--- config.mk ---
export PLATFORM = sky130hd
export DESIGN_NAME = frame_collector
export DESIGN_NICKNAME = d
export VERILOG_FILES = /design/src/rtl/stream_pkg.sv /design/src/rtl/buffer_pkg.sv /design/src/rtl/frame_collector.sv
export SDC_FILE = /design/constraint.sdc
export NUM_CORES = 1
export LEC_CHECK = 0
export BUFFER_PORTS_ARGS = -buffer_cell sky130_fd_sc_hd__buf_4
export CORE_MARGIN = 5
export CORE_UTILIZATION = 38
export CTS_CLUSTER_SIZE = 25
export DETAILED_ROUTE_END_ITERATION = 10
export GPL_ROUTABILITY_DRIVEN = 0
export PLACE_DENSITY = 0.9
export SLEW_MARGIN = 25
export SYNTH_ARGS = -nofsm -noshare
export SYNTH_HDL_FRONTEND = slang
export SYNTH_SLANG_ARGS = --single-unit
--- constraint.sdc ---
create_clock -name iClock -period 1.8 [get_ports iClock]
set_input_delay 0.09 -clock iClock [delete_from_list [all_inputs] [get_ports iClock]]
set_output_delay 0.09 -clock iClock [all_outputs]
set_load 0.03 [all_outputs]
--- src/rtl/stream_pkg.sv ---
//##################################################
// Stream widths, the input lane pair and the output word.
//##################################################
`default_nettype none

package stream_pkg;

    localparam int WORD_W = 16;
    localparam int OUT_W  = 32;

    typedef struct packed {
        logic              valid;
        logic [WORD_W-1:0] data;
    } lane_t;

    // Lane 0 always holds the earlier of the two words.
    typedef struct packed {
        lane_t lane1;
        lane_t lane0;
    } lane_pair_t;

    typedef struct packed {
        logic             valid;
        logic [OUT_W-1:0] data;
    } out_word_t;

endpackage

`default_nettype wire
--- src/rtl/buffer_pkg.sv ---
//##################################################
// Frame buffer sizes, port structs and reader states.
//##################################################
`default_nettype none

package buffer_pkg;

    localparam int ADDR_W = 8;
    localparam int DEPTH  = 1 << ADDR_W;

    typedef logic [ADDR_W:0]   len_t;    // One extra bit so a full bank of 256 fits.
    typedef logic [ADDR_W-1:0] addr_t;

    typedef struct packed {
        logic                          en;
        addr_t                         addr;
        logic [stream_pkg::WORD_W-1:0] data;
    } wr_port_t;

    typedef struct packed {
        wr_port_t port1;
        wr_port_t port0;
    } write_req_t;

    typedef struct packed {
        addr_t addr1;
        addr_t addr0;
    } read_req_t;

    typedef enum logic {IDLE = 1'b0, READ = 1'b1} reader_state_e;

endpackage

`default_nettype wire

--- src/rtl/frame_collector.sv ---
//##################################################
// Input side: frame addressing and length capture.
//##################################################
`default_nettype none

module frame_collector (
    input  logic                   iClock,
    input  logic                   rst_n,
    input  logic                   enable,
    input  stream_pkg::lane_pair_t lanes,
    input  logic                   frame_done,
    output buffer_pkg::write_req_t write_req,
    output logic                   swap,
    output buffer_pkg::len_t       frame_len
);

    buffer_pkg::len_t count;
    buffer_pkg::len_t lane_count;

    assign lane_count = buffer_pkg::len_t'(lanes.lane0.valid)
                      + buffer_pkg::len_t'(lanes.lane1.valid);

    // Words go straight to the store in the cycle they arrive.
    always_comb begin
        write_req.port0.en   = enable && lanes.lane0.valid;
        write_req.port0.addr = count[buffer_pkg::ADDR_W-1:0];
        write_req.port0.data = lanes.lane0.data;
        write_req.port1.en   = enable && lanes.lane1.valid;
        write_req.port1.addr = count[buffer_pkg::ADDR_W-1:0] + 1'b1;
        write_req.port1.data = lanes.lane1.data;
    end

    always_ff @(posedge iClock) begin
        if (!rst_n) begin
            count <= '0;
            swap  <= 1'b0;
        end else if (enable) begin
            swap <= frame_done;
            if (frame_done) begin
                count <= '0;
            end else begin
                count <= count + lane_count;
            end
        end
    end

    always_ff @(posedge iClock) begin
        if (enable && frame_done) begin
            frame_len <= count;    // Count already equals the number of words in the frame.
        end
    end

    lane_order_a: assert property (@(posedge iClock) disable iff (!rst_n)
        lanes.lane1.valid |-> lanes.lane0.valid);

    // The upstream stage closes a frame only on an idle cycle.
    done_idle_a: assert property (@(posedge iClock) disable iff (!rst_n)
        frame_done |-> !lanes.lane0.valid && !lanes.lane1.valid);

endmodule

`default_nettype wire

# == Yosys cells after proc, flatten, opt, wreduce, memory -nomap -nowiden ==
# Index checks and enable logic that the tools add are counted.
# op_classes
addsub,3
n_mux,1
reduce_logical,3
# op_table
op,n
$add 9x2->9,1
$mux 9,1
$add 8x1->8 const B,1
$logic_and 1x1->1,3
$add 1x1->2,1
# word_totals
register_bits,19
input_bits,38
out_inout_bits,60
wordCells,10

# == Longest topological paths before layout ==
# Gate-level depths: netlist of the first run.
# depth
word_depth,3
ltp_mapped,5
ltp_nobuf,5

# == Worst setup path after synthesis of the first run ==
# Ideal clock, no wire load.
# synth_path
kind,register to register
start,reg count[0]
end,reg count[8]
setup_ns,0.066
arrival_time_ns,1.354
t_required_ns,1.734
setup_slack_ns,0.379
path_stages_with_launch,6
path_buffers,0
period_less_slack_ns,1.421
path_cell_list,dfxtp_1 > fa_1 > ha_1 > nand4_1 > or3_1 > a21oi_2
# synth_via
elab_chain_cells,2
# synth_rtl
item,line_no,rtl
from (decl),frame_collector.sv:17,buffer_pkg::len_t count;
from (signal assigned),frame_collector.sv:42,count <= count + lane_count;
$add 9x2->9,frame_collector.sv:42,
$mux 9,frame_collector.sv:39,if (frame_done) begin
# No other way between the ends.
# A chain may end at the register's enable or synchronous reset.

==> results of run 1 <==
-- logic make-up after synthesis --
logic type	after synthesis	share of synthesized area (%)
adder cells (fa/ha/maj)	3	3.88
AND/OR/NAND/NOR	30	15.1
XOR/XNOR	9	6.80
flip-flops	19	40.6
buffers and inverters	44	27.7
AO/OA/AOI/OAI	11	5.93
-- final timing paths --
path,slack [ps],from,cells after the start,end
max,130,count[3],4,write_req[48]
min,30,rst_n,2,swap
max reg2reg,200,count[0],5,count[8]
min reg2reg,480,count[8],0,frame_len[8]
-- metal layers --
metal,vias to the layer above,GRT usage [%]
li1,337,-
met1,327,9.47
met2,52,18.1
met3,21,4.44
met4,0,8.29
met5,-,0
-- state kept, by name (all words and copies together) (netlist names) --
| name | flops |
|---|---|
| count | 9 |
| frame_len | 9 |
| swap | 1 |
-- layout by cell type, fill, tap and decap left out --
cell	count
nand2b_2	1
ha_1	2
nand4_1	2
o21ai_1	1
a21oi_2	2
clkbuf_4	3
nor2_1	6
xnor2_1	2
xor2_1	7
nand3_1	4
edfxtp_1	9
a2bb2oi_1	1
fa_1	1
buf_4	33
a21oi_1	3
nand2_1	3
or3_1	4
nand4_2	2
and2_1	3
dfxtp_1	9
dfxtp_2	1
nor2b_1	5
o21a_1	1
clkbuf_1	1
o21ai_0	3
inv_1	1
-- layout make-up --
class | count | share of cell area [%]
Sequential cell | 19 | 40.7
Inverter | 1 | 0.324
Timing Repair Buffer | 33 | 21.4
Clock buffer | 4 | 2.27
Multi-Input combinational cell | 53 | 31.7
Tap cell | 33 | 3.56
-- report_power, final --
group          total, mW  internal (mW)  leakage [nW]  switching [mW]
Clock              0.211         0.0863        0.0150           0.125
Combinational     0.0982         0.0381         0.317          0.0601
Sequential         0.467          0.460         0.172         0.00635
-- per-stage QoR --
step           setup slack [ps]  area [um2]
2_1_floorplan               379        1160
3_3_place_gp                317        1130
3_5_place_dp                242        1130
4_1_cts                    80.1        1160
5_1_grt                    14.3        1160
6_report                    128        1160
==> impl_metrics.py, run 1 <==
metrics = {
    "status": {
        "status": "complete, no violations",
    },
    "run": {
        "maxCapViolCount": 0,
    },
    "placement": {
        "io_buffer_count": 33,
        "hpwlAfterDp_um": 1750,
        "place_inst": 139,
    },
    "setup_path": {
        "crit_fanout": 9,
        "crit_buf_inv": 1,
        "cp_data_required_time_ps": 1710,
        "crit_family": "flip-flops",
        "cp_cell_sequence": "nand4_2 > nor2_1 > xor2_1 > buf_4",
        "end_kind": "output port",
        "cp-start-kind": "flop",
        "slowest_stage": "dfxtp_1",
        "criticalPathCategory": "flop to output port",
        "cp.arrival_ps": 1580,
        "max_stage_delay_ps": 550,
    },
    "cts": {
        "cts-root-buf": "clkbuf_4",
        "cts_tree": "built",
        "clock-sinks": 19,
        "cts.repair.resized": 0,
        "hold_buffers": 0,
        "post-cts-setup-buffers": 0,
        "path_clk_slew_ps": 100,
        "cts_buffer_depth": 2,
        "worstSkewPairLatency_ps": 290,
        "cts_buffers": 3,
        "h-tree-depth": 1,
    },
    "sta": {
        "worst_pin_slew_ps": 504,
        "hold_viol_final": 0,
        "rsz0062_at_grt": "no",
        "max_freq_mhz": 598,
        "fin_crit_ps": 1670,
        "worst_clock_skew_ps": 2.35,
        "final-max-slew-violation-count": 0,
        "fin_crit_sh_pct": 92.9,
        "relSlewSlack_pct": 66.4,
        "tns_ps": 0,
        "setup_viol": 0,
        "holdWs_ps": 28.3,
    },
    "synth": {
        "netlist_area_mm2": 0.00116,
        "synth.distinct_cells": 24,
        "synth-main-ff-cell": "dfxtp_1",
        "async_flop_share_pct": 0,
        "synthMostInstantiatedCell": "buf_4",
        "ys_top_cells_by_count": "41 x buf_4, 10 x dfxtp_1, 9 x edfxtp_1",
        "syn_inst": 116,
        "synth.top_cell.area_share_pct": 26.5,
        "ys_seq_area_share_pct": 40.6,
        "netlist_top_cells_area": "buf_4 27%, edfxtp_1 23%, dfxtp_1 17%, xor2_1 5.3%, nor2b_1 2.7%",
        "avgSynthCellArea_um2": 10.0,
        "yosysTopAreaCell": "buf_4",
        "ys_warn_count": 0,
        "synth_edf_count": 9,
        "ys_ff_latch": 19,
        "syn_nets": 157,
    },
    "route": {
        "firstDrtPassIters": 6,
        "ant_nets": 0,
        "met1_length_um": 702,
        "wl_met2_um": 1130,
        "route.met3.wl_um": 334,
        "via_count": 737,
        "via_per_inst": 5.15,
        "drc": 0,
        "initialDrtViolationCount": 47,
        "routed_wl_um": 2280,
        "routedWlPerCell_um": 15.9,
        "top_layer": "met4",
    },
    "floorplanning": {
        "die_area_mm2": 0.00426,
        "ioPinCount": 98,
        "initial_utilization_pct": 38.9,
        "fp.dieH_um": 65.2,
        "die_w_um": 65.2,
        "core_mm2": 0.00298,
        "rows": 20,
    },
    "cells_and_area": {
        "instances_no_fill": 143,
        "multi_input_area_um2": 368,
        "drive_gt1_share_pct": 38.2,
        "final_util_pct": 38.9,
        "fin_nets": 152,
        "syn_to_final_growth_pct": -0.108,
        "final-seq-area_um2": 472,
        "num_antenna_cells": 0,
        "n_fill_cell": 286,
    },
    "global_routing": {
        "grt_max_degree": 13,
        "grt_pass1_vias": 713,
        "gr-total-overflow": 0,
        "antenna_found_initial": 0,
        "grt_pass1_wl_um": 3460,
        "grt_usage_pct": 10.5,
    },
    "pwr": {
        "power_mw": 0.776,
        "ir_worst_vdd_mv": 0.178,
        "p_leak_nw": 0.503,
        "p_per_area_mw_per_mm2": 670,
    },
    "hold_path": {
        "min_path_type": "input pin to flop",
    },
}
Power figures use the tool's default switching activity.
==> inputs of run 2 (changes only) <==
Clock period 1.8 ns to 1.6 ns, I/O delays scaled along.
==> run 2 against run 1 <==
Net effect: clock-buffer cell count unchanged; via count decreased by 3.8%; non-clock buffer count increased by 4; setup slack got worse by 14 ps; combinational power increased by 20%; utilization increased by 2.2 points; wire length increased by 0.18%; clock power increased by 12%; global-route usage increased by 0.30 points; critical path depth increased by 2; die area unchanged; first-iteration DRC count decreased by 13%; critical path type unchanged.
==> impl_metrics.py, run 2 (synthesized netlist as in run 1, its figures left out) <==
metrics = {
    "pwr": {
        "p_per_area_mw_per_mm2": 720,
        "p_leak_nw": 0.525,
        "p_int_mw": 0.663,
        "ir_worst_vdd_mv": 0.172,
        "clkPwrFrac_pct": 27.0,
        "power_frac_seq_pct": 59.6,
        "pwr-share-comb_pct": 13.4,
        "p_sw_share_pct": 24.7,
        "p_switching_mw": 0.218,
    },
    "setup_path": {
        "slowest_stage": "dfxtp_2",
        "cp-start-kind": "flop",
        "cp.arrival_ps": 1410,
        "criticalPathCategory": "flop to output port",
        "crit_buf_inv": 2,
        "end_kind": "output port",
        "max_stage_delay_ps": 360,
        "crit_family": "flip-flops",
        "cp_cell_sequence": "buf_6 > ha_4 > nand2_1 > nor2_2 > xor2_1 > buf_4",
        "cp_data_required_time_ps": 1520,
        "critPathLaunch": "count[0]",
        "rr_startpoint": "count[0]",
        "crit_fanout": 5,
    },
    "route": {
        "via_count": 709,
        "ant_nets": 0,
        "firstDrtPassIters": 4,
        "initialDrtViolationCount": 41,
        "routed_wl_um": 2280,
        "routedWlPerCell_um": 15.5,
        "drc": 0,
        "via_per_inst": 4.82,
    },
    "cts": {
        "cts_buffer_depth": 2,
        "cts_buffers": 3,
        "post-cts-setup-buffers": 0,
        "clock-sinks": 19,
        "worstSkewPairLatency_ps": 290,
        "cts-root-buf": "clkbuf_4",
        "path_clk_slew_ps": 100,
        "cts_tree": "built",
        "hold_buffers": 0,
        "h-tree-depth": 1,
    },
    "cells_and_area": {
        "fin_nets": 156,
        "num_antenna_cells": 0,
        "n_fill_cell": 278,
        "reg.largest.list": "count (9), frame_len (9), swap (1)",
        "syn_to_final_growth_pct": 5.50,
        "drive_gt1_share_pct": 49.1,
        "instances_no_fill": 147,
        "layout_commonest_cell": "buf_4",
        "mostFrequentLayoutCells": "36 x buf_4, 9 x edfxtp_1, 7 x xor2_1",
        "final_util_pct": 41.1,
    },
    "placement": {
        "hpwlAfterDp_um": 1870,
        "place_inst": 143,
        "io_buffer_count": 33,
    },
    "sta": {
        "tns_ps": 0,
        "fin_crit_sh_pct": 92.8,
        "worst_clock_skew_ps": 0.916,
        "rsz0062_at_grt": "no",
        "max_freq_mhz": 673,
        "holdWs_ps": 22.9,
        "relSlewSlack_pct": 69.4,
        "setup_viol": 0,
        "final-max-slew-violation-count": 0,
        "hold_viol_final": 0,
        "fin_crit_ps": 1490,
        "worst_pin_slew_ps": 459,
    },
    "floorplanning": {
        "rows": 20,
        "die_area_mm2": 0.00426,
        "core_mm2": 0.00298,
        "ioPinCount": 98,
        "initial_utilization_pct": 38.9,
        "die_w_um": 65.2,
        "fp.dieH_um": 65.2,
    },
    "global_routing": {
        "antenna_found_initial": 0,
        "gr-total-overflow": 0,
        "grt_max_degree": 13,
        "grt_usage_pct": 10.8,
        "grt_pass1_vias": 706,
        "grt_pass1_wl_um": 3570,
    },
    "hold_path": {
        "min_path_type": "input pin to flop",
        "min_from": "rst_n",
    },
    "status": {
        "status": "complete, no violations",
    },
    "run": {
        "maxCapViolCount": 0,
    },
}
==> run 2: worst reg2reg max path, cell delays in order (launching register included) <==
cell	delay [ps]
dfxtp_2	360
fa_1	210
ha_1	210
nand4_1	130
or3_1	340
a21oi_2	130
==> run 2: path summary, 6_finish.rpt <==
check | to | slack [ps] | cells after the start
worst min register to register | frame_len[8] | 480 | 0
worst max-delay path | write_req[47] | 110 | 6
worst max register to register | count[8] | 170 | 5
worst min-delay path | swap | 20 | 2
==> run 2: power by group through the flow <==
stage	sequential [mW]	clock [mW]	combinational [mW]
final	0.525	0.237	0.118
after global routing	0.526	0.264	0.127
after CTS	0.525	0.242	0.118
after detailed placement	0.535	0	0.116
after global placement	0.534	0	0.113
after floorplan	0.551	0	0.203
==> run 2: cell type report <==
cell class / count / area (um2) / area share [%]
Tap cell: 33 / 41.3 / 3.37
Inverter: 1 / 3.75 / 0.307
Timing Repair Buffer: 37 / 282 / 23.0
Sequential cell: 19 / 478 / 39.1
Clock buffer: 4 / 26.3 / 2.15
Multi-Input combinational cell: 53 / 393 / 32.1
==> run 2: what timing repair did <==
item | 4_1_cts | 5_1_grt
endpoints found under the setup margin | 1 | 3
gates resized for setup | 4 | 9
hold endpoints to repair | 0 | 0
cloned | 0 | 0
==> run 2: through the flow <==
stage | setup WS, ps | cell area (um2) | total power, mW
6_report | 115 | 1220 | 0.881
5_1_grt | 10.1 | 1220 | 0.917
3_5_place_dp | 184 | 1160 | 0.651
3_3_place_gp | 229 | 1160 | 0.648
4_1_cts | 1.34 | 1200 | 0.885
2_1_floorplan | 179 | 1160 | 0.754
==> run 2: layer usage <==
metal	GRT usage [%]	wire, um
met1	10.9	766
met2	18.5	1170
met3	4.10	265
met4	6.74	81
met5	0	0
