==> config.mk <==
export PLATFORM = sky130hd
export DESIGN_NAME = word_packer
export DESIGN_NICKNAME = d
export VERILOG_FILES = /design/src/rtl/stream_pkg.sv /design/src/rtl/buffer_pkg.sv /design/src/rtl/word_packer.sv
export SDC_FILE = /design/constraint.sdc
export NUM_CORES = 1
export LEC_CHECK = 0
export ABC_AREA = 1
export BUFFER_PORTS_ARGS = -buffer_cell sky130_fd_sc_hd__buf_2
export CAP_MARGIN = 20
export CELL_PAD_IN_SITES_DETAIL_PLACEMENT = 1
export CELL_PAD_IN_SITES_GLOBAL_PLACEMENT = 1
export CORE_ASPECT_RATIO = 1.1
export CORE_MARGIN = 2
export CORE_UTILIZATION = 38
export DETAILED_ROUTE_END_ITERATION = 10
export PLACE_DENSITY_LB_ADDON = 0.1
export SETUP_SLACK_MARGIN = 0.5
export SYNTH_ARGS = -nofsm -noshare
export SYNTH_HDL_FRONTEND = slang
export SYNTH_SLANG_ARGS = --single-unit
==> constraint.sdc <==
create_clock -name iClock -period 2.3 [get_ports iClock]
set_input_delay 0.23 -clock iClock [delete_from_list [all_inputs] [get_ports iClock]]
set_output_delay 0.23 -clock iClock [all_outputs]
set_load 0.01 [all_outputs]
==> src/rtl/stream_pkg.sv <==
//##################################################
// Stream widths, the input lane pair and the output word.
//##################################################
`default_nettype none

package stream_pkg;

    localparam int WORD_W = 16;
    localparam int OUT_W  = 32;

    typedef struct packed {
        logic              valid;
        logic [WORD_W-1:0] data;
    } lane_t;

    // Lane 0 always holds the earlier of the two words.
    typedef struct packed {
        lane_t lane1;
        lane_t lane0;
    } lane_pair_t;

    typedef struct packed {
        logic             valid;
        logic [OUT_W-1:0] data;
    } out_word_t;

endpackage

`default_nettype wire
==> src/rtl/buffer_pkg.sv <==
//##################################################
// Frame buffer sizes, port structs and reader states.
//##################################################
`default_nettype none

package buffer_pkg;

    localparam int ADDR_W = 8;
    localparam int DEPTH  = 1 << ADDR_W;

    typedef logic [ADDR_W:0]   len_t;    // One extra bit so a full bank of 256 fits.
    typedef logic [ADDR_W-1:0] addr_t;

    typedef struct packed {
        logic                          en;
        addr_t                         addr;
        logic [stream_pkg::WORD_W-1:0] data;
    } wr_port_t;

    typedef struct packed {
        wr_port_t port1;
        wr_port_t port0;
    } write_req_t;

    typedef struct packed {
        addr_t addr1;
        addr_t addr0;
    } read_req_t;

    typedef enum logic {IDLE = 1'b0, READ = 1'b1} reader_state_e;

endpackage

`default_nettype wire

==> src/rtl/word_packer.sv <==
//##################################################
// Output side: frame readout, half-word carry and packing.
//##################################################
`default_nettype none

module word_packer (
    input  logic                          iClock,
    input  logic                          rst_n,
    input  logic                          enable,
    input  logic                          swap,
    input  buffer_pkg::len_t              frame_len,
    input  logic [stream_pkg::WORD_W-1:0] rd_data0,
    input  logic [stream_pkg::WORD_W-1:0] rd_data1,
    output buffer_pkg::read_req_t         read_req,
    output stream_pkg::out_word_t         out
);

    buffer_pkg::reader_state_e     state;
    buffer_pkg::len_t              total;
    buffer_pkg::len_t              reads_left;
    buffer_pkg::addr_t             next_addr;
    buffer_pkg::read_req_t         issue_req;
    buffer_pkg::read_req_t         held_req;
    logic                          odd_frame;
    logic                          first_carry;
    logic                          last_read;
    logic                          d_valid;
    logic                          d_use_carry;
    logic                          d_keep;
    logic                          carry_valid;
    logic [stream_pkg::WORD_W-1:0] carry_word;
    logic [stream_pkg::WORD_W-1:0] lower_word;
    logic [stream_pkg::WORD_W-1:0] upper_word;

    function automatic logic [stream_pkg::WORD_W-1:0] byte_swap(
        input logic [stream_pkg::WORD_W-1:0] w
    );
        return {w[7:0], w[15:8]};
    endfunction

    assign total     = frame_len + buffer_pkg::len_t'(carry_valid);
    assign last_read = (reads_left == buffer_pkg::len_t'(1));

    // Each read cycle consumes two words, the first one counting the carry.
    always_ff @(posedge iClock) begin
        if (!rst_n) begin
            state       <= buffer_pkg::IDLE;
            reads_left  <= '0;
            first_carry <= 1'b0;
            d_valid     <= 1'b0;
            d_use_carry <= 1'b0;
            d_keep      <= 1'b0;
        end else if (enable) begin
            d_valid     <= 1'b0;
            d_use_carry <= 1'b0;
            d_keep      <= 1'b0;
            case (state)
                buffer_pkg::IDLE: begin
                    if (swap) begin
                        state       <= buffer_pkg::READ;
                        reads_left  <= (total + 1'b1) >> 1;
                        first_carry <= carry_valid;
                    end
                end
                buffer_pkg::READ: begin
                    d_valid     <= !(last_read && odd_frame);
                    d_use_carry <= first_carry;
                    d_keep      <= last_read && odd_frame;    // Odd tail becomes the next carry.
                    first_carry <= 1'b0;
                    reads_left  <= reads_left - 1'b1;
                    if (last_read) begin
                        state <= buffer_pkg::IDLE;
                    end
                end
                default: state <= buffer_pkg::IDLE;
            endcase
        end
    end

    always_ff @(posedge iClock) begin
        if (enable) begin
            held_req <= issue_req;
            if (state == buffer_pkg::IDLE && swap) begin
                odd_frame       <= total[0];
                issue_req.addr0 <= '0;
                issue_req.addr1 <= buffer_pkg::addr_t'(1);
                next_addr       <= carry_valid ? buffer_pkg::addr_t'(1) : buffer_pkg::addr_t'(2);
            end else if (state == buffer_pkg::READ) begin
                issue_req.addr0 <= next_addr;
                issue_req.addr1 <= next_addr + 1'b1;
                next_addr       <= next_addr + 2'd2;
            end
        end
    end

    // While stalled the banks re-read the previous address, so read data stays put.
    assign read_req = enable ? issue_req : held_req;

    always_ff @(posedge iClock) begin
        if (!rst_n) begin
            carry_valid <= 1'b0;
        end else if (enable) begin
            if (d_keep) begin
                carry_valid <= 1'b1;
            end else if (d_use_carry) begin
                carry_valid <= 1'b0;
            end
        end
    end

    always_ff @(posedge iClock) begin
        if (enable && d_keep) begin
            carry_word <= rd_data0;
        end
    end

    assign lower_word = d_use_carry ? carry_word : rd_data0;
    assign upper_word = d_use_carry ? rd_data0 : rd_data1;

    assign out.valid = d_valid && enable;
    assign out.data  = {byte_swap(upper_word), byte_swap(lower_word)};

    // Frame spacing upstream guarantees the previous readout has finished.
    swap_idle_a: assert property (@(posedge iClock) disable iff (!rst_n)
        enable && swap |-> state == buffer_pkg::IDLE);

endmodule

`default_nettype wire

### Word-level counts from Yosys, hierarchy flattened

Index checks and enable logic that the tools add are counted.

* register bits after elaboration: 72
* logic and storage cells: 52
* output and inout bits: 49
* input bits: 45

* $add $sub $neg: 5
* muxes and demuxes: 19
* bitwise logic cells: 1
* reductions and logical operators: 11
* equality and inequality tests: 2

Operators with widths (number)
* $mux 16: 4
* $pmux 9 s2: 1
* $mux 8: 2
* $add 9x1->9: 1
* $add 9x1->9 const B: 1
* $eq 9x1->1 const B: 1
* $mux 9: 1
* $sub 9x1->9 const B: 1
* $add 8x1->8 const B: 1
* $add 8x2->8 const B: 1
* $mux 1: 8
* $reduce_and 2->1: 4
* $logic_and 1x1->1: 4
* $pmux 1 s2: 2
* $reduce_bool 2->1: 2
* $mux 2: 1
* $ne 2x2->1 const B: 1
* $logic_not 1->1: 1
* $not 1->1: 1

### Depth between registers and ports, before layout

Gate-level depths: netlist (run 1).

* depth in word-level cells: 4
* mapped depth: 13
* mapped depth without buffers: 13

### Worst setup path before layout (run 1)

No wires, ideal clock.

* kind: reg-to-reg
* start point: reg carry_valid
* end point: reg reads_left[7]
* path slack: 0.625 ns
* setup time: 0.066 ns
* stages on the path, launching flop included: 12
* arrival: 1.609 ns
* period minus slack after synthesis: 1.675 ns
* cell sequence: dfxtp_1 -> ha_1 -> ha_1 -> ha_1 -> inv_1 -> nor2_4 -> nand3_2 -> nor2_4 -> nand2_1 -> nand2_1 -> nand3_1 -> a21oi_2

* word-level cells in the longest chain between the ends: 4

RTL lines
* start, declared: line word_packer.sv:30 `logic carry_valid;`
* start signal, assigned: line word_packer.sv:101 `carry_valid <= 1'b0;`
* start signal, assigned: line word_packer.sv:104 `carry_valid <= 1'b1;`
* start signal, assigned: line word_packer.sv:106 `carry_valid <= 1'b0;`
* $add 9x1->9: line word_packer.sv:41 `assign total = frame_len + buffer_pkg::len_t'(carry_valid);`
* $add 9x1->9: line word_packer.sv:61 `reads_left <= (total + 1'b1) >> 1;`
* $mux 9: line word_packer.sv:59 `if (swap) begin`
* $pmux 9 s2: line word_packer.sv:57 `case (state)`
* end signal, assigned: line word_packer.sv:61
* end signal, assigned: line word_packer.sv:70 `reads_left <= reads_left - 1'b1;`
* end, declared: line word_packer.sv:20 `buffer_pkg::len_t reads_left;`

No other way between the ends. The select of a mux whose other input is x is not followed.
A chain may end at the register's enable or synchronous reset.

### Worst setup path in the final report (run 1)

Ends and elaborated chain as after synthesis.

==> run metrics, run 1 <==
Period minus WS final=1.78 ns; Cell variety after synth=33; Longest Clk Path Bufs=2; Post-route DRC=0; pwr dens=~650 nW/um2; Worst EP required=~2.6 ns; Worst-Skew Late Latency=0.35 ns; syn_nets=roughly 510; first drt pass iteration count=4; row count=37; Fmax=between 0.5 and 0.6 GHz; Die W=between 90 and 100 um; first-pass GRT wire length=15200 um; Arr. time, crit path=2.06 ns; number of I/O pins=94; count of input and output buffers=93; period utilization=0.775; max-slew violations=0; worst-path maximum fanout=3; final worst setup slack=0.517 ns; dpl ws=0.403 ns; leakage power total=0.00215 uW; HP Class=input pin to flip-flop; Diodes inserted=0; initial DRC count=122; Syn Inst Count=459; asr flop ratio synth=0; hpwl dp=6820 um; Slew HR=0.602; register clock-pin slew on the reported worst setup and hold paths=0.09 ns; CTS tree=built; Hold Fails Final Rpt=0; Starting Density=0.390; status=finished clean; Post-synth top flop=edfxtp_1; Global Route Usage Sum=0.180; clock skew=0.00997 ns; WL per Instance=between 10 and 15 um; Setup TNS=0 ns; peak supply drop=0.327 mV; crit-path cells=ha_2 > ha_4 > ha_4 > inv_2 > nor2_4 > nand3_4 > nor2_4 > nand2_2 > nand2_2 > nand3_2 > a21oi_2; clk sinks=between 70 and 80; antenna viol nets, final=0; gp weighted congestion=~0.79; Routed Wire Length=just over 9000 um; RSZ-0062 raised after global routing=true; routed via count=3289; fill count=roughly 1200; core footprint=9350 um2; largest net degree at the start of global routing=34; GRT overflow=0; post-synthesis sequential area ratio=0.508; die area=10400 um2; share of layout cells above drive strength 1=0.274; Avg Cell Area, Syn=7.94 um2; Via density=4.82; Worst Max-Slew Pin Slew=between 0.5 and 0.6 ns; Min Hold Slack=0.0605 ns; area of the mapped netlist=3640 um2; final number of setup-violating endpoints=0; die height=107 um; Worst Setup End Kind=flip-flop; Max-cap violations=0; CTS Root Cell=clkbuf_8; antenna violations before repair=0; startpoint types=flip-flop; CP max stage delay=0.36 ns; H-tree depth=3; # hold bufs at CTS=0; Layout area overhead=25.2%; CP Class=flip-flop to flip-flop; vias in the first global route=3283; critical path's slowest cell=dfxtp_4; Overall Power=2970 uW; total CTS buffers=9; Synth warnings=0; Post-synth EDFFs=41; Final #Nets=~610; flops & latches, synth=72
## layout make-up
| type | count | area, um2 | share of cell area |
|---|---|---|---|
| clock buffer | 9 | 124 | 0.0271 |
| sequential | 72 | 1860 | 0.407 |
| tap | 117 | 146 | 0.0321 |
| timing repair buffer | 105 | 572 | 0.125 |
| multi-input combinational | 303 | 1520 | 0.332 |
| timing repair inverter | 1 | 7.51 | 0.00165 |
| clock inverter | 7 | 77.6 | 0.0170 |
| inverter | 69 | 263 | 0.0576 |
## critical path, delay by kind of cell (launching register included)
family,cells,cell delay [ns]
flops,1,0.36
compound gates,1,0.13
fa+ha+maj,3,0.60
simple gates,6,0.57
buf+inv,1,0.04
## power breakdown
part	leakage (uW)	internal, uW	total [uW]	switching, uW
clock network	0.000101	512	1020	512
logic	0.00141	174	463	290
registers	0.000644	1450	1480	39.0
total	0.00215	2130	2970	841
## what timing repair did
item,in CTS,in global routing
gates cloned,1,0
setup endpoints to repair,18,36
resized for setup,4,11
buffers inserted,1,4
pin swaps,1,4
## through the flow
step	area [um2]	instances	util
after floorplan	3640	459	-
after global placement	4250	661	0.454
after CTS	4490	679	0.480
after detailed placement	4250	661	0.454
after global routing	4560	683	0.488
final	4560	683	0.488
## state kept, by name (all words and copies together), names as in the netlist
register,cells
next_addr,8
state,1
issue_req,16
reads_left,9
carry_valid,1
d_valid,1
odd_frame,1
held_req,16
carry_word,16
d_use_carry,1
first_carry,1
d_keep,1
## layout by cell type, fill, tap and decap left out, drive strengths merged
master    netlist  routed
nand2         142     142
buf             3     105
inv            68      70
o21ai          52      52
edfxtp         41      41
nor2           34      34
dfxtp          31      31
a21oi          22      22
nand3          17      17
clkbuf         12       9
ha              8       8
nor3            6       6
a31oi           5       5
clkinvlp        0       3
xor2            3       3
nand4           3       3
clkinv          1       3
nor4            2       2
nand3b          2       2
xnor2           2       2
a211oi          1       1
o211ai          1       1
o21bai          1       1
o22ai           1       1
or2             1       1
bufinv          0       1
## cells by family after synthesis
family | count (synthesis) | synth area share
simple gates | 207 | 0.243
buf+inv | 84 | 0.0879
compound gates | 83 | 0.121
flops | 72 | 0.508
fa+ha+maj | 8 | 0.0275
xor+xnor | 5 | 0.0120
## metal layers
layer,up-vias,part of all wire,routed length (um),GRT usage
met5,-,0,0,0
met4,0,0.015,133,0.0486
met3,13,0.047,430,0.0463
met2,85,0.47,4280,0.301
met1,1506,0.47,4260,0.233
li1,1685,-,-,-
## synth_stat cells (2+ instances only)
cell / instances / area, um2
o21ai_1: 2 / 10.0
xnor2_1: 2 / 17.5
a21oi_2: 2 / 17.5
nand2_2: 7 / 43.8
nor3_1: 6 / 30.0
a21oi_1: 20 / 100
edfxtp_1: 41 / 1230
clkbuf_1: 12 / 45.0
nor2_2: 4 / 25.0
dfxtp_1: 31 / 621
nand2_1: 135 / 507
nor2_4: 2 / 22.5
nand4_1: 3 / 18.8
o21ai_0: 50 / 250
a31oi_1: 5 / 31.3
inv_2: 3 / 11.3
nand3_2: 3 / 30.0
xor2_1: 3 / 26.3
ha_1: 8 / 100
nand3_1: 14 / 70.1
nor2_1: 28 / 105
inv_1: 65 / 244
nand3b_1: 2 / 15.0
nor4_1: 2 / 12.5
## final timing paths
check,cells after the start,startpoint,endpoint,slack [ns]
max,11,carry_valid,reads_left[7],0.52
min reg2reg,2,held_req[15],held_req[15],0.44
min,1,rd_data0[6],carry_word[6],0.06
max reg2reg,11,carry_valid,reads_left[7],0.52
No activity file was read; power rests on OpenSTA's default activity.
==> run 2: changes to the inputs <==
- clock period: 2.3 -> 1.8 ns (I/O delays scaled with it)
==> run metrics, run 2 (synthesized netlist as in run 1, its figures left out) <==
Longest Clk Path Bufs=2 (unchanged); register clock-pin slew on the reported worst setup and hold paths=0.09 ns (about the same); Starting Density=0.390 (unchanged); crit-path cells=ha_4 > ha_4 > ha_4 > inv_2 > nor2_4 > nand3_4 > nor2_4 > nand2_1 > nand2_1 > nand3_2 > a21oi_2 (was ha_2 > ha_4 > ha_4 > inv_2 > nor2_4 > nand3_4 > nor2_4 > nand2_2 > nand2_2 > nand3_2 > a21oi_2); number of I/O pins=94 (unchanged); Worst Max-Slew Pin Slew=0.324 ns (was 0.596 ns); Fmax=0.598 GHz (was 0.561 GHz); GRT overflow=0 (unchanged); Setup TNS=0 ns (unchanged); die height=107 um (unchanged); peak supply drop=0.493 mV (was 0.327 mV); Worst-Skew Late Latency=0.35 ns (about the same); Period minus WS final=1.67 ns (was 1.78 ns); Layout area overhead=54.5% (was 25.2%); antenna viol nets, final=0 (unchanged); CTS Root Cell=clkbuf_8 (unchanged); Hold Path Origin=rd_data0[4] (was rd_data0[6]); critical path's slowest cell=dfxtp_4 (unchanged); total CTS buffers=9 (unchanged); CP max stage delay=0.37 ns (was 0.36 ns); startpoint types=flip-flop (unchanged); clock skew=0.0110 ns (was 0.00997 ns); core footprint=9350 um2 (unchanged); Hold Fails Final Rpt=0 (unchanged); CTS tree=built (unchanged); Diodes inserted=0 (unchanged); CP Class=flip-flop to flip-flop (unchanged); most frequent cells in the layout=nand2_1 (101), buf_2 (93), inv_1 (51) (was nand2_1 (133), buf_2 (93), inv_1 (63)); Post-route DRC=0 (unchanged); hpwl dp=7020 um (was 6820 um); Max-cap violations=0 (unchanged); Via density=5.02 (was 4.82); first-pass GRT wire length=18500 um (was 15200 um); HP Class=input pin to flip-flop (unchanged); largest net degree at the start of global routing=17 (was 34); Routed Wire Length=12200 um (was 9100 um); antenna violations before repair=0 (unchanged); H-tree depth=3 (unchanged); pwr dens=731 nW/um2 (was 651 nW/um2); RSZ-0062 raised after global routing=true (unchanged); count of input and output buffers=93 (unchanged); Worst Setup End Kind=flip-flop (unchanged); die area=10400 um2 (unchanged); Die W=97.4 um (unchanged); critical path's top delay family=adder cells (unchanged); design area=5630 um2 (was 4560 um2); WL per Instance=16.9 um (was 13.3 um); row count=37 (unchanged); clk sinks=72 (unchanged); worst-path maximum fanout=3 (unchanged); share of layout cells above drive strength 1=0.495 (was 0.274); status=finished clean (unchanged); CP Buf/Inv Count=1 (unchanged); Global Route Usage Sum=0.221 (was 0.180); Cell Area, Placed=4350 um2 (was 4250 um2); routed via count=3616 (was 3289); Final #Nets=652 (was 614); final number of setup-violating endpoints=0 (unchanged); first drt pass iteration count=4 (unchanged); crit-path most repeated cell=ha_4; leakage power total=0.00258 uW (was 0.00215 uW); Arr. time, crit path=1.96 ns (was 2.06 ns); final core occ=0.602 (was 0.488); fill count=1093 (was 1187); Worst EP required=2.09 ns (was 2.58 ns); Critical path origin=carry_valid (unchanged); initial DRC count=114 (was 122); r2r startpoint=carry_valid (unchanged); vias in the first global route=3703 (was 3283); gp weighted congestion=0.806 (was 0.793); period utilization=0.929 (was 0.775); most common cell after layout, fill and taps aside=nand2_1 (unchanged); largest registers=carry_word (16), held_req (16), issue_req (16) (unchanged); Slew HR=0.783 (was 0.602); max-slew violations=0 (unchanged)
==> run 2: changes by cell type in the layout (fill, tap and decap cells not counted), sizes merged <==
cell / delta
clkbuf: +2
buf: +37
dlygate4sd3: +2
bufinv: -1
clkinvlp: -2
==> run 2: final timing paths <==
| path | endpoint | slack (ns) | cells past startpoint |
|---|---|---|---|
| worst max-delay path | reads_left[7] | 0.13 | 11 |
| worst max register to register | reads_left[7] | 0.13 | 11 |
| worst min register to register | held_req[1] | 0.45 | 2 |
| worst min-delay path | carry_word[4] | 0.02 | 1 |
==> run 2: metal layers <==
layer	vias to the layer above	track usage	part of all wire
met5	-	0	0
met4	0	0.0585	0.011
met3	12	0.0385	0.036
met2	79	0.391	0.52
met1	1753	0.279	0.43
li1	1772	-	-
==> run 2: worst register-to-register path: stages, from the launching register on <==
cell and delay [ns]:
dfxtp_4 0.37, ha_4 0.16, ha_4 0.27, ha_4 0.12, inv_2 0.04, nor2_4 0.12, nand3_4 0.10, nor2_4 0.10
nand2_1 0.06, nand2_1 0.07, nand3_2 0.07, a21oi_2 0.12
==> run 2: final cells by class <==
| type | instances | area [um2] | area share |
|---|---|---|---|
| inverter | 69 | 289 | 0.0514 |
| sequential | 72 | 1860 | 0.331 |
| clock inverter | 5 | 42.5 | 0.00756 |
| clock buffer | 11 | 174 | 0.0309 |
| tap | 117 | 146 | 0.0260 |
| multi-input combinational | 303 | 2040 | 0.362 |
| timing repair buffer | 144 | 1070 | 0.191 |
==> run 2: through the flow <==
stage	power, uW	cells	hold slack [ns]	setup WS [ns]
final	4110	721	0.0155	0.127
after global routing	4320	721	0.00389	0.0385
after CTS	4000	711	0.000395	0.111
after detailed placement	2550	668	0.374	0.0638
after global placement	2530	668	0.375	0.140
after floorplan	2290	459	0.279	0.212
==> run 2: report_power, final <==
| part | internal [uW] | total [uW] | switching, uW |
|---|---|---|---|
| logic | 341 | 831 | 490 |
| registers | 1850 | 1910 | 67.0 |
| clock network | 688 | 1370 | 681 |
==> run 2: repair_timing <==
item	CTS	global route
hold endpoints to repair	2	0
setup buffers	18	10
setup endpoints to repair	74	61
hold buffers	2	0
resized for setup	124	91
pin swaps	34	26
cloned	7	0
==> run 3: changes to the inputs <==
- REMOVE_ABC_BUFFERS: default -> 1
==> run metrics, run 3 (synthesized netlist as in run 1, its figures left out) <==
HP Class=input pin to flip-flop (unchanged); Global Route Usage Sum=0.203 (was 0.221); Worst Max-Slew Pin Slew=0.324 ns (about the same); final number of setup-violating endpoints=0 (unchanged); Min Hold Slack=0.0242 ns (was 0.0155 ns); RSZ-0062 raised after global routing=true (unchanged); gp weighted congestion=0.808 (was 0.806); count of input and output buffers=93 (unchanged); design area=5510 um2 (was 5630 um2); post-placement cell count=667 (was 668); Longest Clk Path Bufs=2 (unchanged); path depth of the worst reg2reg path=11 (unchanged); Slew HR=0.783 (about the same); Worst-Skew Late Latency=0.34 ns (was 0.35 ns); CTS tree=built (unchanged); routed via count=3587 (was 3616); row count=37 (unchanged); Arr. time, crit path=1.93 ns (was 1.96 ns); startpoint types=flip-flop (unchanged); vias in the first global route=3593 (was 3703); most frequent cells in the layout=nand2_1 (94), buf_2 (91), inv_1 (53) (was nand2_1 (101), buf_2 (93), inv_1 (51)); internal reg-to-reg setup slack=0.15 ns (was 0.13 ns); crit-path cells=ha_4 > ha_4 > ha_4 > inv_2 > nor2_4 > nand3_4 > nor2_4 > nand2_1 > nand2_1 > nand3_1 > a21oi_2 (was ha_4 > ha_4 > ha_4 > inv_2 > nor2_4 > nand3_4 > nor2_4 > nand2_1 > nand2_1 > nand3_2 > a21oi_2); Hold Path Origin=rd_data0[9] (was rd_data0[4]); first drt pass iteration count=4 (unchanged); Hold EP=carry_word[9] (was carry_word[4]); Die W=97.4 um (unchanged); worst reg2reg endpoint=reads_left[7] (unchanged); max-slew violations=0 (unchanged); Worst EP required=2.08 ns (was 2.09 ns); largest registers=carry_word (16), held_req (16), issue_req (16) (unchanged); Routed Wire Length=11800 um (was 12200 um); antenna viol nets, final=0 (unchanged); Post-route DRC=0 (unchanged); CTS Root Cell=clkbuf_8 (unchanged); die area=10400 um2 (unchanged); peak supply drop=0.598 mV (was 0.493 mV); Hold Fails Final Rpt=0 (unchanged); pwr dens=714 nW/um2 (was 731 nW/um2); Diodes inserted=0 (unchanged); status=finished clean (unchanged); period utilization=0.917 (was 0.929); leakage power total=0.00255 uW (was 0.00258 uW); Via density=5.00 (was 5.02); worst-path maximum fanout=3 (unchanged); r2r startpoint=carry_valid (unchanged); Max-cap violations=0 (unchanged); hpwl dp=6790 um (was 7020 um); final worst setup slack=0.149 ns (was 0.127 ns); Fmax=0.606 GHz (was 0.598 GHz); crit-path most repeated cell=ha_4 (unchanged); CP Class=flip-flop to flip-flop (unchanged); clk sinks=72 (unchanged); first-pass GRT wire length=17000 um (was 18500 um); Period minus WS final=1.65 ns (was 1.67 ns); fill count=1131 (was 1093); dpl ws=0.00860 ns (was 0.0638 ns); number of I/O pins=94 (unchanged); Worst Setup End Kind=flip-flop (unchanged); Cell Area, Placed=4290 um2 (was 4350 um2); CP max stage delay=0.34 ns (was 0.37 ns); GRT overflow=0 (unchanged); Final #Nets=648 (was 652); clock skew=0.00577 ns (was 0.0110 ns); critical path's slowest cell=dfxtp_2 (was dfxtp_4); register clock-pin slew on the reported worst setup and hold paths=0.08 ns (was 0.09 ns); WL per Instance=16.4 um (was 16.9 um); H-tree depth=3 (unchanged); hold depth=1 (unchanged); Starting Density=0.390 (unchanged); Layout area overhead=51.2% (was 54.5%); total CTS buffers=9 (unchanged); die height=107 um (unchanged); most common cell after layout, fill and taps aside=nand2_1 (unchanged); # hold bufs at CTS=0 (was 2); initial DRC count=113 (was 114); share of layout cells above drive strength 1=0.482 (was 0.495); final cell count without fillers=717 (was 721); largest net degree at the start of global routing=24 (was 17); antenna violations before repair=0 (unchanged); core footprint=9350 um2 (unchanged)
## run 3: layout make-up
type	count	area (um2)	share of cell area
Inverter	69	272	0.0493
Clock buffer	11	131	0.0239
Tap cell	117	146	0.0266
Multi-Input combinational cell	303	2010	0.365
Clock inverter	5	57.6	0.0104
Timing Repair Buffer	140	1030	0.187
Sequential cell	72	1860	0.338
## run 3: worst max-delay path by stage
stage	cells past startpoint	to	start
after floorplan	5	reads_left[8]	state
after global placement	12	reads_left[7]	frame_len[0]
after detailed placement	12	reads_left[7]	frame_len[0]
after CTS	11	reads_left[7]	carry_valid
after global routing	11	reads_left[7]	carry_valid
final	11	reads_left[7]	carry_valid
## run 3: power by group
part / leakage [uW] / internal (uW) / total (uW) / switching (uW)
sequential: 0.000645 / 1850 / 1910 / 57.9
clock: 0.0000973 / 641 / 1240 / 596
combinational: 0.00181 / 326 / 789 / 463
total: 0.00255 / 2820 / 3930 / 1120
## run 3: what timing repair did
item | CTS | global route
setup endpoints to repair | 51 | 54
resized for setup | 105 | 102
buffers inserted | 15 | 12
pin swaps | 23 | 36
gates cloned | 4 | 3
## run 3: per-layer routing
metal  up-vias  part of all wire  GRT usage
met4         0             0.020     0.0546
li1       1761                 -          -
met2       101              0.53      0.365
met3        21             0.042     0.0430
met1      1704              0.41      0.247
met5         -                 0          0
## run 3: critical path: cells and delay by family (launching register included)
kind,cells,cell delay [ns]
buffers and inverters,1,0.04
flip-flops,1,0.34
adder cells (fa/ha/maj),3,0.57
AO/OA/AOI/OAI,1,0.11
AND/OR/NAND/NOR,6,0.52
## run 3: stage by stage
stage / power, uW / setup TNS [ns] / utilization
floorplan: 2270 / -0.126 / -
global placement: 2510 / 0 / 0.459
detailed placement: 2530 / 0 / 0.459
CTS: 3850 / 0 / 0.533
global route: 4140 / 0 / 0.589
finish: 3930 / 0 / 0.589
